File: src/pc_config_pkg.sv
`default_nettype none

package pc_config_pkg;

  //////////////////////////////
  // word layout
  //////////////////////////////

  // width of one config register and of one channel piece
  localparam int conf_width = 16;

  // odd multiplier for the register reset pattern
  localparam int reg_reset_mult = 'h9e37;

  // host word as seen by the fpga side
  // same field split for register and channel words
  typedef struct packed {
    logic                  fpga_or_bd;
    logic [5:0]            array_id;
    logic [3:0]            unused;
    logic [conf_width-1:0] conf_data;
  } pc_word_t;

  // chip-bound view of the low 26 bits
  typedef struct packed {
    logic [5:0]  leaf_code;
    logic [19:0] payload;
  } bd_word_t;

  // routing class of one host word
  typedef enum logic [1:0] {
    bd_word,
    reg_word,
    chan_word
  } word_kind_e;

  //////////////////////////////
  // register reset values
  //////////////////////////////

  // index times an odd constant, low 16 bits kept
  function automatic logic [conf_width-1:0] reg_reset_value(input int idx);
    logic [31:0] product;
    product = idx * reg_reset_mult;
    return product[conf_width-1:0];
  endfunction

endpackage

`default_nettype wire

File: src/pc_word_parser.sv
`timescale 1ns/100ps
`default_nettype none

module pc_word_parser #(
  parameter int nreg  = 33,
  parameter int nchan = 2
) (
  input  wire logic                                           clk,
  input  wire logic                                           reset,
  // host side
  input  wire pc_config_pkg::pc_word_t                        pc_word,
  input  wire logic                                           pc_valid,
  output logic                                                pc_ack,
  // register array
  output logic [nreg-1:0][pc_config_pkg::conf_width-1:0]      conf_reg,
  // channel pieces
  output logic [nchan-1:0]                                    chan_in_valid,
  input  wire logic [nchan-1:0]                               chan_in_ack,
  output logic [pc_config_pkg::conf_width-1:0]                chan_piece,
  // chip-bound words
  output logic                                                bd_in_valid,
  input  wire logic                                           bd_in_ack,
  output pc_config_pkg::bd_word_t                             bd_in_word
);

  // at least one bit even for a single channel
  localparam int chan_bits = (nchan > 1) ? $clog2(nchan) : 1;

  pc_config_pkg::word_kind_e kind;
  logic [chan_bits-1:0]      chan_idx;
  logic                      reg_write;

  //////////////////////////////
  // classification
  //////////////////////////////

  // top bit clear means chip-bound
  // both high id bits set means channel
  always_comb begin
    if (!pc_word.fpga_or_bd) begin
      kind = pc_config_pkg::bd_word;
    end else if (pc_word.array_id[5] && pc_word.array_id[4]) begin
      kind = pc_config_pkg::chan_word;
    end else begin
      kind = pc_config_pkg::reg_word;
    end
  end

  // channel select wraps on the channel count
  assign chan_idx = chan_bits'(int'(pc_word.array_id) % nchan);

  //////////////////////////////
  // register array
  //////////////////////////////

  // ids at or above nreg are acked but never written
  assign reg_write = pc_valid && (kind == pc_config_pkg::reg_word) &&
                     (int'(pc_word.array_id) < nreg);

  always_ff @(posedge clk or posedge reset) begin
    if (reset) begin
      for (int i = 0; i < nreg; i++) begin
        conf_reg[i] <= pc_config_pkg::reg_reset_value(i);
      end
    end else if (reg_write) begin
      for (int i = 0; i < nreg; i++) begin
        if (i == int'(pc_word.array_id)) begin
          conf_reg[i] <= pc_word.conf_data;
        end
      end
    end
  end

  //////////////////////////////
  // downstream valids
  //////////////////////////////

  // one-hot valid toward the selected deserializer
  always_comb begin
    for (int i = 0; i < nchan; i++) begin
      chan_in_valid[i] = pc_valid && (kind == pc_config_pkg::chan_word) &&
                         (chan_idx == chan_bits'(i));
    end
  end

  assign chan_piece = pc_word.conf_data;

  // chip-bound words take the low 26 bits unchanged
  assign bd_in_valid = pc_valid && (kind == pc_config_pkg::bd_word);
  assign bd_in_word  = pc_config_pkg::bd_word_t'(pc_word[25:0]);

  // ack back to host
  // registers always take the word, others follow their target
  always_comb begin
    pc_ack = 1'b0;
    if (pc_valid) begin
      case (kind)
        pc_config_pkg::bd_word:   pc_ack = bd_in_ack;
        pc_config_pkg::reg_word:  pc_ack = 1'b1;
        pc_config_pkg::chan_word: pc_ack = chan_in_ack[chan_idx];
        default:                  pc_ack = 1'b0;
      endcase
    end
  end

endmodule

`default_nettype wire

File: src/conf_chan_deser.sv
`timescale 1ns/100ps
`default_nettype none

module conf_chan_deser #(
  parameter int chan_pieces = 2
) (
  input  wire logic                                          clk,
  input  wire logic                                          reset,
  // piece input from the parser
  input  wire logic                                          in_valid,
  output logic                                               in_ack,
  input  wire logic [pc_config_pkg::conf_width-1:0]          in_piece,
  // assembled channel value
  output logic                                               out_valid,
  input  wire logic                                          out_ack,
  output logic [chan_pieces*pc_config_pkg::conf_width-1:0]   out_data
);

  localparam int piece_w   = pc_config_pkg::conf_width;
  localparam int data_w    = chan_pieces * piece_w;
  // counter keeps one bit for a single piece
  localparam int cnt_bits  = (chan_pieces > 1) ? $clog2(chan_pieces) : 1;

  typedef enum logic {
    collecting,
    full
  } deser_state_e;

  deser_state_e         state;
  logic [cnt_bits-1:0]  piece_cnt;
  logic [data_w-1:0]    shift_buf;
  logic                 take_piece;
  logic                 last_piece;

  //////////////////////////////
  // handshakes
  //////////////////////////////

  // input blocked while a full value waits
  assign in_ack     = (state == collecting);
  assign out_valid  = (state == full);
  assign out_data   = shift_buf;

  assign take_piece = in_valid && in_ack;
  assign last_piece = (piece_cnt == cnt_bits'(chan_pieces - 1));

  //////////////////////////////
  // control
  //////////////////////////////

  always_ff @(posedge clk or posedge reset) begin
    if (reset) begin
      state     <= collecting;
      piece_cnt <= '0;
    end else begin
      case (state)
        collecting: begin
          if (take_piece) begin
            if (last_piece) begin
              state     <= full;
              piece_cnt <= '0;
            end else begin
              piece_cnt <= piece_cnt + 1'b1;
            end
          end
        end
        full: begin
          // back to collecting once the value is taken
          if (out_ack) begin
            state <= collecting;
          end
        end
        default: state <= collecting;
      endcase
    end
  end

  // new pieces enter at the top and move down
  // so the first piece ends up in the low bits
  always_ff @(posedge clk) begin
    if (take_piece) begin
      shift_buf <= (shift_buf >> piece_w) |
                   (data_w'(in_piece) << ((chan_pieces - 1) * piece_w));
    end
  end

endmodule

`default_nettype wire

File: src/bd_word_queue.sv
`timescale 1ns/100ps
`default_nettype none

module bd_word_queue #(
  parameter int bd_depth = 4
) (
  input  wire logic                     clk,
  input  wire logic                     reset,
  // write side
  input  wire logic                     in_valid,
  output logic                          in_ack,
  input  wire pc_config_pkg::bd_word_t  in_word,
  // read side
  output logic                          out_valid,
  input  wire logic                     out_ack,
  output pc_config_pkg::bd_word_t       out_word
);

  localparam int ptr_bits = (bd_depth > 1) ? $clog2(bd_depth) : 1;
  localparam int cnt_bits = $clog2(bd_depth + 1);

  pc_config_pkg::bd_word_t mem [bd_depth];

  logic [ptr_bits-1:0] wr_ptr;
  logic [ptr_bits-1:0] rd_ptr;
  logic [cnt_bits-1:0] count;
  logic                push;
  logic                pop;

  //////////////////////////////
  // status
  //////////////////////////////

  // full queue stalls the host through in_ack
  assign in_ack    = (count != cnt_bits'(bd_depth));
  assign out_valid = (count != '0);
  // oldest entry shown on the output
  assign out_word  = mem[rd_ptr];

  assign push = in_valid && in_ack;
  assign pop  = out_valid && out_ack;

  //////////////////////////////
  // pointers and count
  //////////////////////////////

  always_ff @(posedge clk or posedge reset) begin
    if (reset) begin
      wr_ptr <= '0;
      rd_ptr <= '0;
      count  <= '0;
    end else begin
      if (push) begin
        // wrap by compare, depth need not be a power of two
        wr_ptr <= (wr_ptr == ptr_bits'(bd_depth - 1)) ? '0 : wr_ptr + 1'b1;
      end
      if (pop) begin
        rd_ptr <= (rd_ptr == ptr_bits'(bd_depth - 1)) ? '0 : rd_ptr + 1'b1;
      end
      // push and pop together leave count unchanged
      if (push && !pop) begin
        count <= count + 1'b1;
      end else if (pop && !push) begin
        count <= count - 1'b1;
      end
    end
  end

  // storage
  always_ff @(posedge clk) begin
    if (push) begin
      mem[wr_ptr] <= in_word;
    end
  end

endmodule

`default_nettype wire

File: src/pc_config_top.sv
`timescale 1ns/100ps
`default_nettype none

module pc_config_top #(
  parameter int nreg        = 33,
  parameter int nchan       = 2,
  parameter int chan_pieces = 2,
  parameter int bd_depth    = 4
) (
  input  wire logic                                                          clk,
  input  wire logic                                                          reset,
  // host link
  input  wire pc_config_pkg::pc_word_t                                       pc_word,
  input  wire logic                                                          pc_valid,
  output logic                                                               pc_ack,
  // config registers
  output logic [nreg-1:0][pc_config_pkg::conf_width-1:0]                     conf_reg,
  // config channels
  output logic [nchan-1:0]                                                   chan_valid,
  input  wire logic [nchan-1:0]                                              chan_ack,
  output logic [nchan-1:0][chan_pieces*pc_config_pkg::conf_width-1:0]        chan_data,
  // toward the chip
  output logic                                                               bd_valid,
  input  wire logic                                                          bd_ack,
  output pc_config_pkg::bd_word_t                                            bd_word
);

  // parser to deserializers
  logic [nchan-1:0]                      chan_in_valid;
  logic [nchan-1:0]                      chan_in_ack;
  logic [pc_config_pkg::conf_width-1:0]  chan_piece;

  // parser to queue
  logic                                  bd_in_valid;
  logic                                  bd_in_ack;
  pc_config_pkg::bd_word_t               bd_in_word;

  //////////////////////////////
  // word decode
  //////////////////////////////

  pc_word_parser #(
    .nreg  (nreg),
    .nchan (nchan)
  ) u_pc_word_parser (
    .clk           (clk),
    .reset         (reset),
    .pc_word       (pc_word),
    .pc_valid      (pc_valid),
    .pc_ack        (pc_ack),
    .conf_reg      (conf_reg),
    .chan_in_valid (chan_in_valid),
    .chan_in_ack   (chan_in_ack),
    .chan_piece    (chan_piece),
    .bd_in_valid   (bd_in_valid),
    .bd_in_ack     (bd_in_ack),
    .bd_in_word    (bd_in_word)
  );

  // chip-bound buffering
  bd_word_queue #(
    .bd_depth (bd_depth)
  ) u_bd_word_queue (
    .clk       (clk),
    .reset     (reset),
    .in_valid  (bd_in_valid),
    .in_ack    (bd_in_ack),
    .in_word   (bd_in_word),
    .out_valid (bd_valid),
    .out_ack   (bd_ack),
    .out_word  (bd_word)
  );

  // one deserializer per channel, all share the piece bus
  for (genvar c = 0; c < nchan; c++) begin : g_chan
    conf_chan_deser #(
      .chan_pieces (chan_pieces)
    ) u_conf_chan_deser (
      .clk       (clk),
      .reset     (reset),
      .in_valid  (chan_in_valid[c]),
      .in_ack    (chan_in_ack[c]),
      .in_piece  (chan_piece),
      .out_valid (chan_valid[c]),
      .out_ack   (chan_ack[c]),
      .out_data  (chan_data[c])
    );
  end

endmodule

`default_nettype wire

File: config.mk
export PLATFORM = sky130hd
export DESIGN_NAME = pc_config_top
export DESIGN_NICKNAME = d
export VERILOG_FILES = /design/src/pc_config_pkg.sv /design/src/pc_word_parser.sv /design/src/conf_chan_deser.sv /design/src/bd_word_queue.sv /design/src/pc_config_top.sv
export SDC_FILE = /design/constraint.sdc
export NUM_CORES = 1
export LEC_CHECK = 0
export ABC_AREA = 1
export BUFFER_PORTS_ARGS = -buffer_cell sky130_fd_sc_hd__buf_2
export CAP_MARGIN = 0
export CORE_AREA = 2 2 258 260
export DETAILED_ROUTE_END_ITERATION = 6
export DIE_AREA = 0 0 260 262
export PLACE_DENSITY = 0.71
export SYNTH_ARGS = -nofsm -noshare
export SYNTH_HDL_FRONTEND = slang
export SYNTH_SLANG_ARGS = --single-unit
export TNS_END_PERCENT = 30
File: constraint.sdc
create_clock -name clk -period 37.8 [get_ports clk]
set_clock_uncertainty 0.2 [all_clocks]
set_input_delay 3.78 -clock clk [delete_from_list [all_inputs] [get_ports clk]]
set_output_delay 3.78 -clock clk [all_outputs]
set_load 0.05 [all_outputs]
==> metrics.log <==
[metrics] P&R area growth vs syn: 21.01%
[metrics] worst slew pin tran: 1193 ps
[metrics] Setup crit end kind: output pin
[metrics] critical register-to-register path endpoint: u_bd_word_queue.count[2]$_DFFE_PP0P_
[metrics] maximum level of the CTS H-tree: 3
[metrics] number of placed instances, taps included: 4241
[metrics] global-route wire length before repair: 142900 um
[metrics] weighted congestion reported at the end of routability-driven placement: 0.8691
[metrics] cell count after synthesis: 2892
[metrics] height of the die: 262 um
[metrics] number of instances on the worst hold path: 0
[metrics] r2r worst-path depth: 10
[metrics] hold path endpoint: g_chan[1].u_conf_chan_deser.out_data[12]$_DFFE_PP_
[metrics] CP max stage cell: sky130_fd_sc_hd__buf_2
[metrics] grt met1 use: 36.43%
[metrics] Max-slew headroom: 20.27%
[metrics] Setup crit start kind: primary input
[metrics] multiplexer share of the synthesized area: 0%
[metrics] ANT cells: 0
[metrics] clock network fraction of total power: 35.8%
[metrics] area of the core region: 65280 um2
[metrics] Post-DRT Antenna Nets: 0
[metrics] maximum fanout along the worst path: 11
[metrics] violation count after the first detailed-route iteration: 2453
[metrics] commonest non-fill, non-tap cells in the layout: 902 x sky130_fd_sc_hd__nand2_1, 654 x sky130_fd_sc_hd__buf_2, 486 x sky130_fd_sc_hd__nand3_1, 280 x sky130_fd_sc_hd__dfrtp_1, 259 x sky130_fd_sc_hd__dfstp_2
[metrics] global route overflow: 0
[metrics] die boundary width: 260 um
[metrics] worst stage delay on the critical path: 300 ps
[metrics] final setup violating endpoints: 0
[metrics] count of buffers inserted at the top-level ports: 654
[metrics] buffers and inverters on the worst path: 2
[metrics] register clock-pin slew on the reported worst setup and hold paths: 60 ps
[metrics] FF+latch count, synth: 707
[metrics] drt wl/cell: 22.43 um
[metrics] total I/O pin count: 655
[metrics] worst min-delay path startpoint: g_chan[1].u_conf_chan_deser.out_data[28]$_DFFE_PP_
[metrics] most common cell after layout, fill and taps aside: sky130_fd_sc_hd__nand2_1
[metrics] ordered list of cells on the worst path: buf_2 > nor2_1 > a21oi_1 > a21oi_1 > buf_2
[metrics] clock latency on the worst-skew pair: 610 ps
[metrics] post-DR vias/cell: 5.318
[metrics] cell-internal power: 1.395 mW
[metrics] peak supply drop: 0.00003848 V
[metrics] area of the die: 68120 um2
[metrics] clock tree from TritonCTS: built
[metrics] adder and majority gate portion of the synthesized area: 0.3247%
[metrics] most used flip-flop cell after synthesis: sky130_fd_sc_hd__dfrtp_1
[metrics] maximum number of pins on one net before global-route repair: 145
[metrics] Gate power share: 22.9%
[metrics] proportion of total power due to net switching: 34.43%
[metrics] final worst path period share: 23.10%
[metrics] # resized after CTS: 0
[metrics] total routed wirelength: 98270 um
[metrics] required arrival time at the worst endpoint: 33820 ps
[metrics] post-synthesis sequential area ratio: 64.38%
[metrics] HP Class: reg -> reg
[metrics] number of flops mapped to enable cells by yosys: 168
[metrics] final worst path period need: 8730 ps
[metrics] top achievable clock speed: 0.1145 GHz
[metrics] number of nets produced by synthesis: 2932
[metrics] total clock buffers created by CTS: 76
[metrics] length of the first detailed-routing pass in iterations: 6
[metrics] global routing usage summed across all routing layers: 27.83%
[metrics] xor/xnor cell area share of the yosys netlist: 0.1196%
[metrics] launching point of the worst reg2reg path: u_bd_word_queue.count[1]$_DFFE_PP0P_
[metrics] critical path start-end classification: in -> out
[metrics] CP delay by family, top: buffers and inverters
[metrics] P_sw: 732.3 uW
[metrics] Unique masters post-synth: 28
[metrics] Syn Area/Cell: 10.13 um2
[metrics] TritonCTS sink count: 707
[metrics] met2 routing resource usage after global routing: 44.64%
[metrics] WP data arrival: 4750 ps
[metrics] async set or reset register ratio after synthesis: 76.24%
[metrics] post-synth design cell area: 29290 um2
[metrics] largest family of logic cells by synthesized area: simple AND/OR/NAND/NOR gates
[metrics] Via Count: 23300
[metrics] R2R setup slack: 35140 ps
[metrics] busiest grt layer: met2
[metrics] vias in the first global route: 22260
[metrics] HPWL after DPL: 59150 um
[metrics] unrepaired setup endpoints after global routing: no
[metrics] initial antenna violation count: 0
[metrics] Post-route DRC: 0
[metrics] Yosys warnings: 0
[metrics] fraction of final layout cells with drive strength greater than 1: 32.44%
[metrics] Static Leakage: 17.74 nW
[metrics] run status: complete, no violations
[metrics] met3 track demand over resource: 6.240%
[metrics] clock tree root buffer cell: sky130_fd_sc_hd__clkbuf_16
[metrics] final total negative setup slack: 0 ps
[metrics] clock buffer depth: 3
[metrics] max capacitance violation total: 0
[metrics] Synth Area in Simple Gates: 23.28%
[metrics] sequential share of power: 41.3%
[metrics] number of nets in the layout: 3495
[metrics] share of the synthesized area in compound gates (AO/OA/AOI/OAI): 5.776%
[metrics] Final Max Tran Viols: 0
[metrics] final number of hold-violating endpoints: 0
[metrics] total number of placement rows: 94
[metrics] hold buffer count at cts: 0
[metrics] final hold slack: 251.0 ps
[metrics] Starting Density: 44.87%
[metrics] fin cells: 4381
[metrics] max FFs per register: 528
[metrics] power per cell area: 60.02 nW/um2
[metrics] number of buffers inserted by post-CTS setup repair: 0
==> power groups by stage <==
| stage | logic [mW] | clock network (mW) | registers [mW] |
|---|---|---|---|
| after global placement | 0.481 | 0 | 0.888 |
| after CTS | 0.487 | 0.771 | 0.878 |
| after global routing | 0.513 | 0.801 | 0.884 |
| final | 0.487 | 0.762 | 0.879 |
| after floorplan | 0.211 | 0 | 1.03 |
| after detailed placement | 0.486 | 0 | 0.890 |
==> cells in the mapped netlist (6+ instances only) <==
cell type                  number  share of area (%)
sky130_fd_sc_hd__nand3_4       10               0.60
sky130_fd_sc_hd__nor2_4        14               0.54
sky130_fd_sc_hd__nor2_8         8               0.55
sky130_fd_sc_hd__buf_6         15               0.58
sky130_fd_sc_hd__nor2_2         7               0.15
sky130_fd_sc_hd__nor2_1        65               0.83
sky130_fd_sc_hd__buf_2         62                1.1
sky130_fd_sc_hd__dfrtp_1      280                 24
sky130_fd_sc_hd__o22ai_1       28               0.60
sky130_fd_sc_hd__nand2_1      903                 12
sky130_fd_sc_hd__a21oi_1        7               0.12
sky130_fd_sc_hd__buf_4         36               0.92
sky130_fd_sc_hd__o21bai_1     128                3.3
sky130_fd_sc_hd__o21ai_0      104                1.8
sky130_fd_sc_hd__edfxtp_1     168                 17
sky130_fd_sc_hd__ha_1           6               0.26
sky130_fd_sc_hd__nand3_2       19               0.65
sky130_fd_sc_hd__dfstp_2      259                 23
sky130_fd_sc_hd__nand3_1      486                8.3
sky130_fd_sc_hd__clkbuf_1      91                1.2
sky130_fd_sc_hd__inv_1        179                2.3
==> final cells by class <==
type	count	area (um2)
Sequential cell	707	18860
Inverter	183	694.4
Clock buffer	118	2266
Timing Repair Buffer	693	3578
Clock inverter	22	297.8
Fill cell	5692	29830
Tap cell	864	1081
Multi-Input combinational cell	1794	8668
==> logic make-up after synthesis <==
family	count (synthesis)
buffers and inverters	391
AOI/OAI and AO/OA	267
xor gates and xnor gates	4
DFF	707
and+or+nand+nor	1516
adders and majority gates	7
==> worst max path at each step <==
| stage | cells after the start | endpoint | from |
|---|---|---|---|
| 2_1_floorplan | 1 | g_chan[0].u_conf_chan_deser.last_piece$_DFFE_PP0P_ | reset |
| 3_3_place_gp | 5 | pc_ack | pc_word[20] |
| 3_5_place_dp | 5 | pc_ack | pc_word[20] |
| 4_1_cts | 5 | pc_ack | pc_word[20] |
| 5_1_grt | 5 | pc_ack | pc_word[20] |
| 6_report | 5 | pc_ack | pc_word[20] |
==> stage by stage <==
| step | worst slack [ps] | utilization (%) | cell area [um2] | power [mW] |
|---|---|---|---|---|
| 2_1_floorplan | 19180 | - | 29290 | 1.241 |
| 3_3_place_gp | 29090 | 50.37 | 32880 | 1.370 |
| 3_5_place_dp | 29090 | 50.37 | 32880 | 1.376 |
| 4_1_cts | 29080 | 54.30 | 35440 | 2.136 |
| 5_1_grt | 29000 | 54.30 | 35440 | 2.198 |
| 6_report | 29070 | 54.30 | 35440 | 2.127 |
==> layer usage <==
layer  part of all wire (%)  vias up
met2                     48     1153
met3                    9.5      235
li1                       -    10540
met5                      0        -
met1                     39    11370
met4                    4.3        0
==> worst reg2reg max path, cell delays in order, from the launching register on <==
cell and delay, ps:
sky130_fd_sc_hd__dfrtp_1 370, sky130_fd_sc_hd__inv_1 80, sky130_fd_sc_hd__nand3_1 190, sky130_fd_sc_hd__nand3_1 420, sky130_fd_sc_hd__inv_1 240, sky130_fd_sc_hd__ha_1 170, sky130_fd_sc_hd__inv_1 70, sky130_fd_sc_hd__fa_1 380
sky130_fd_sc_hd__a21oi_1 150, sky130_fd_sc_hd__o21ai_0 120, sky130_fd_sc_hd__xor2_1 160
Note: power is estimated with default switching activity, not from simulation.
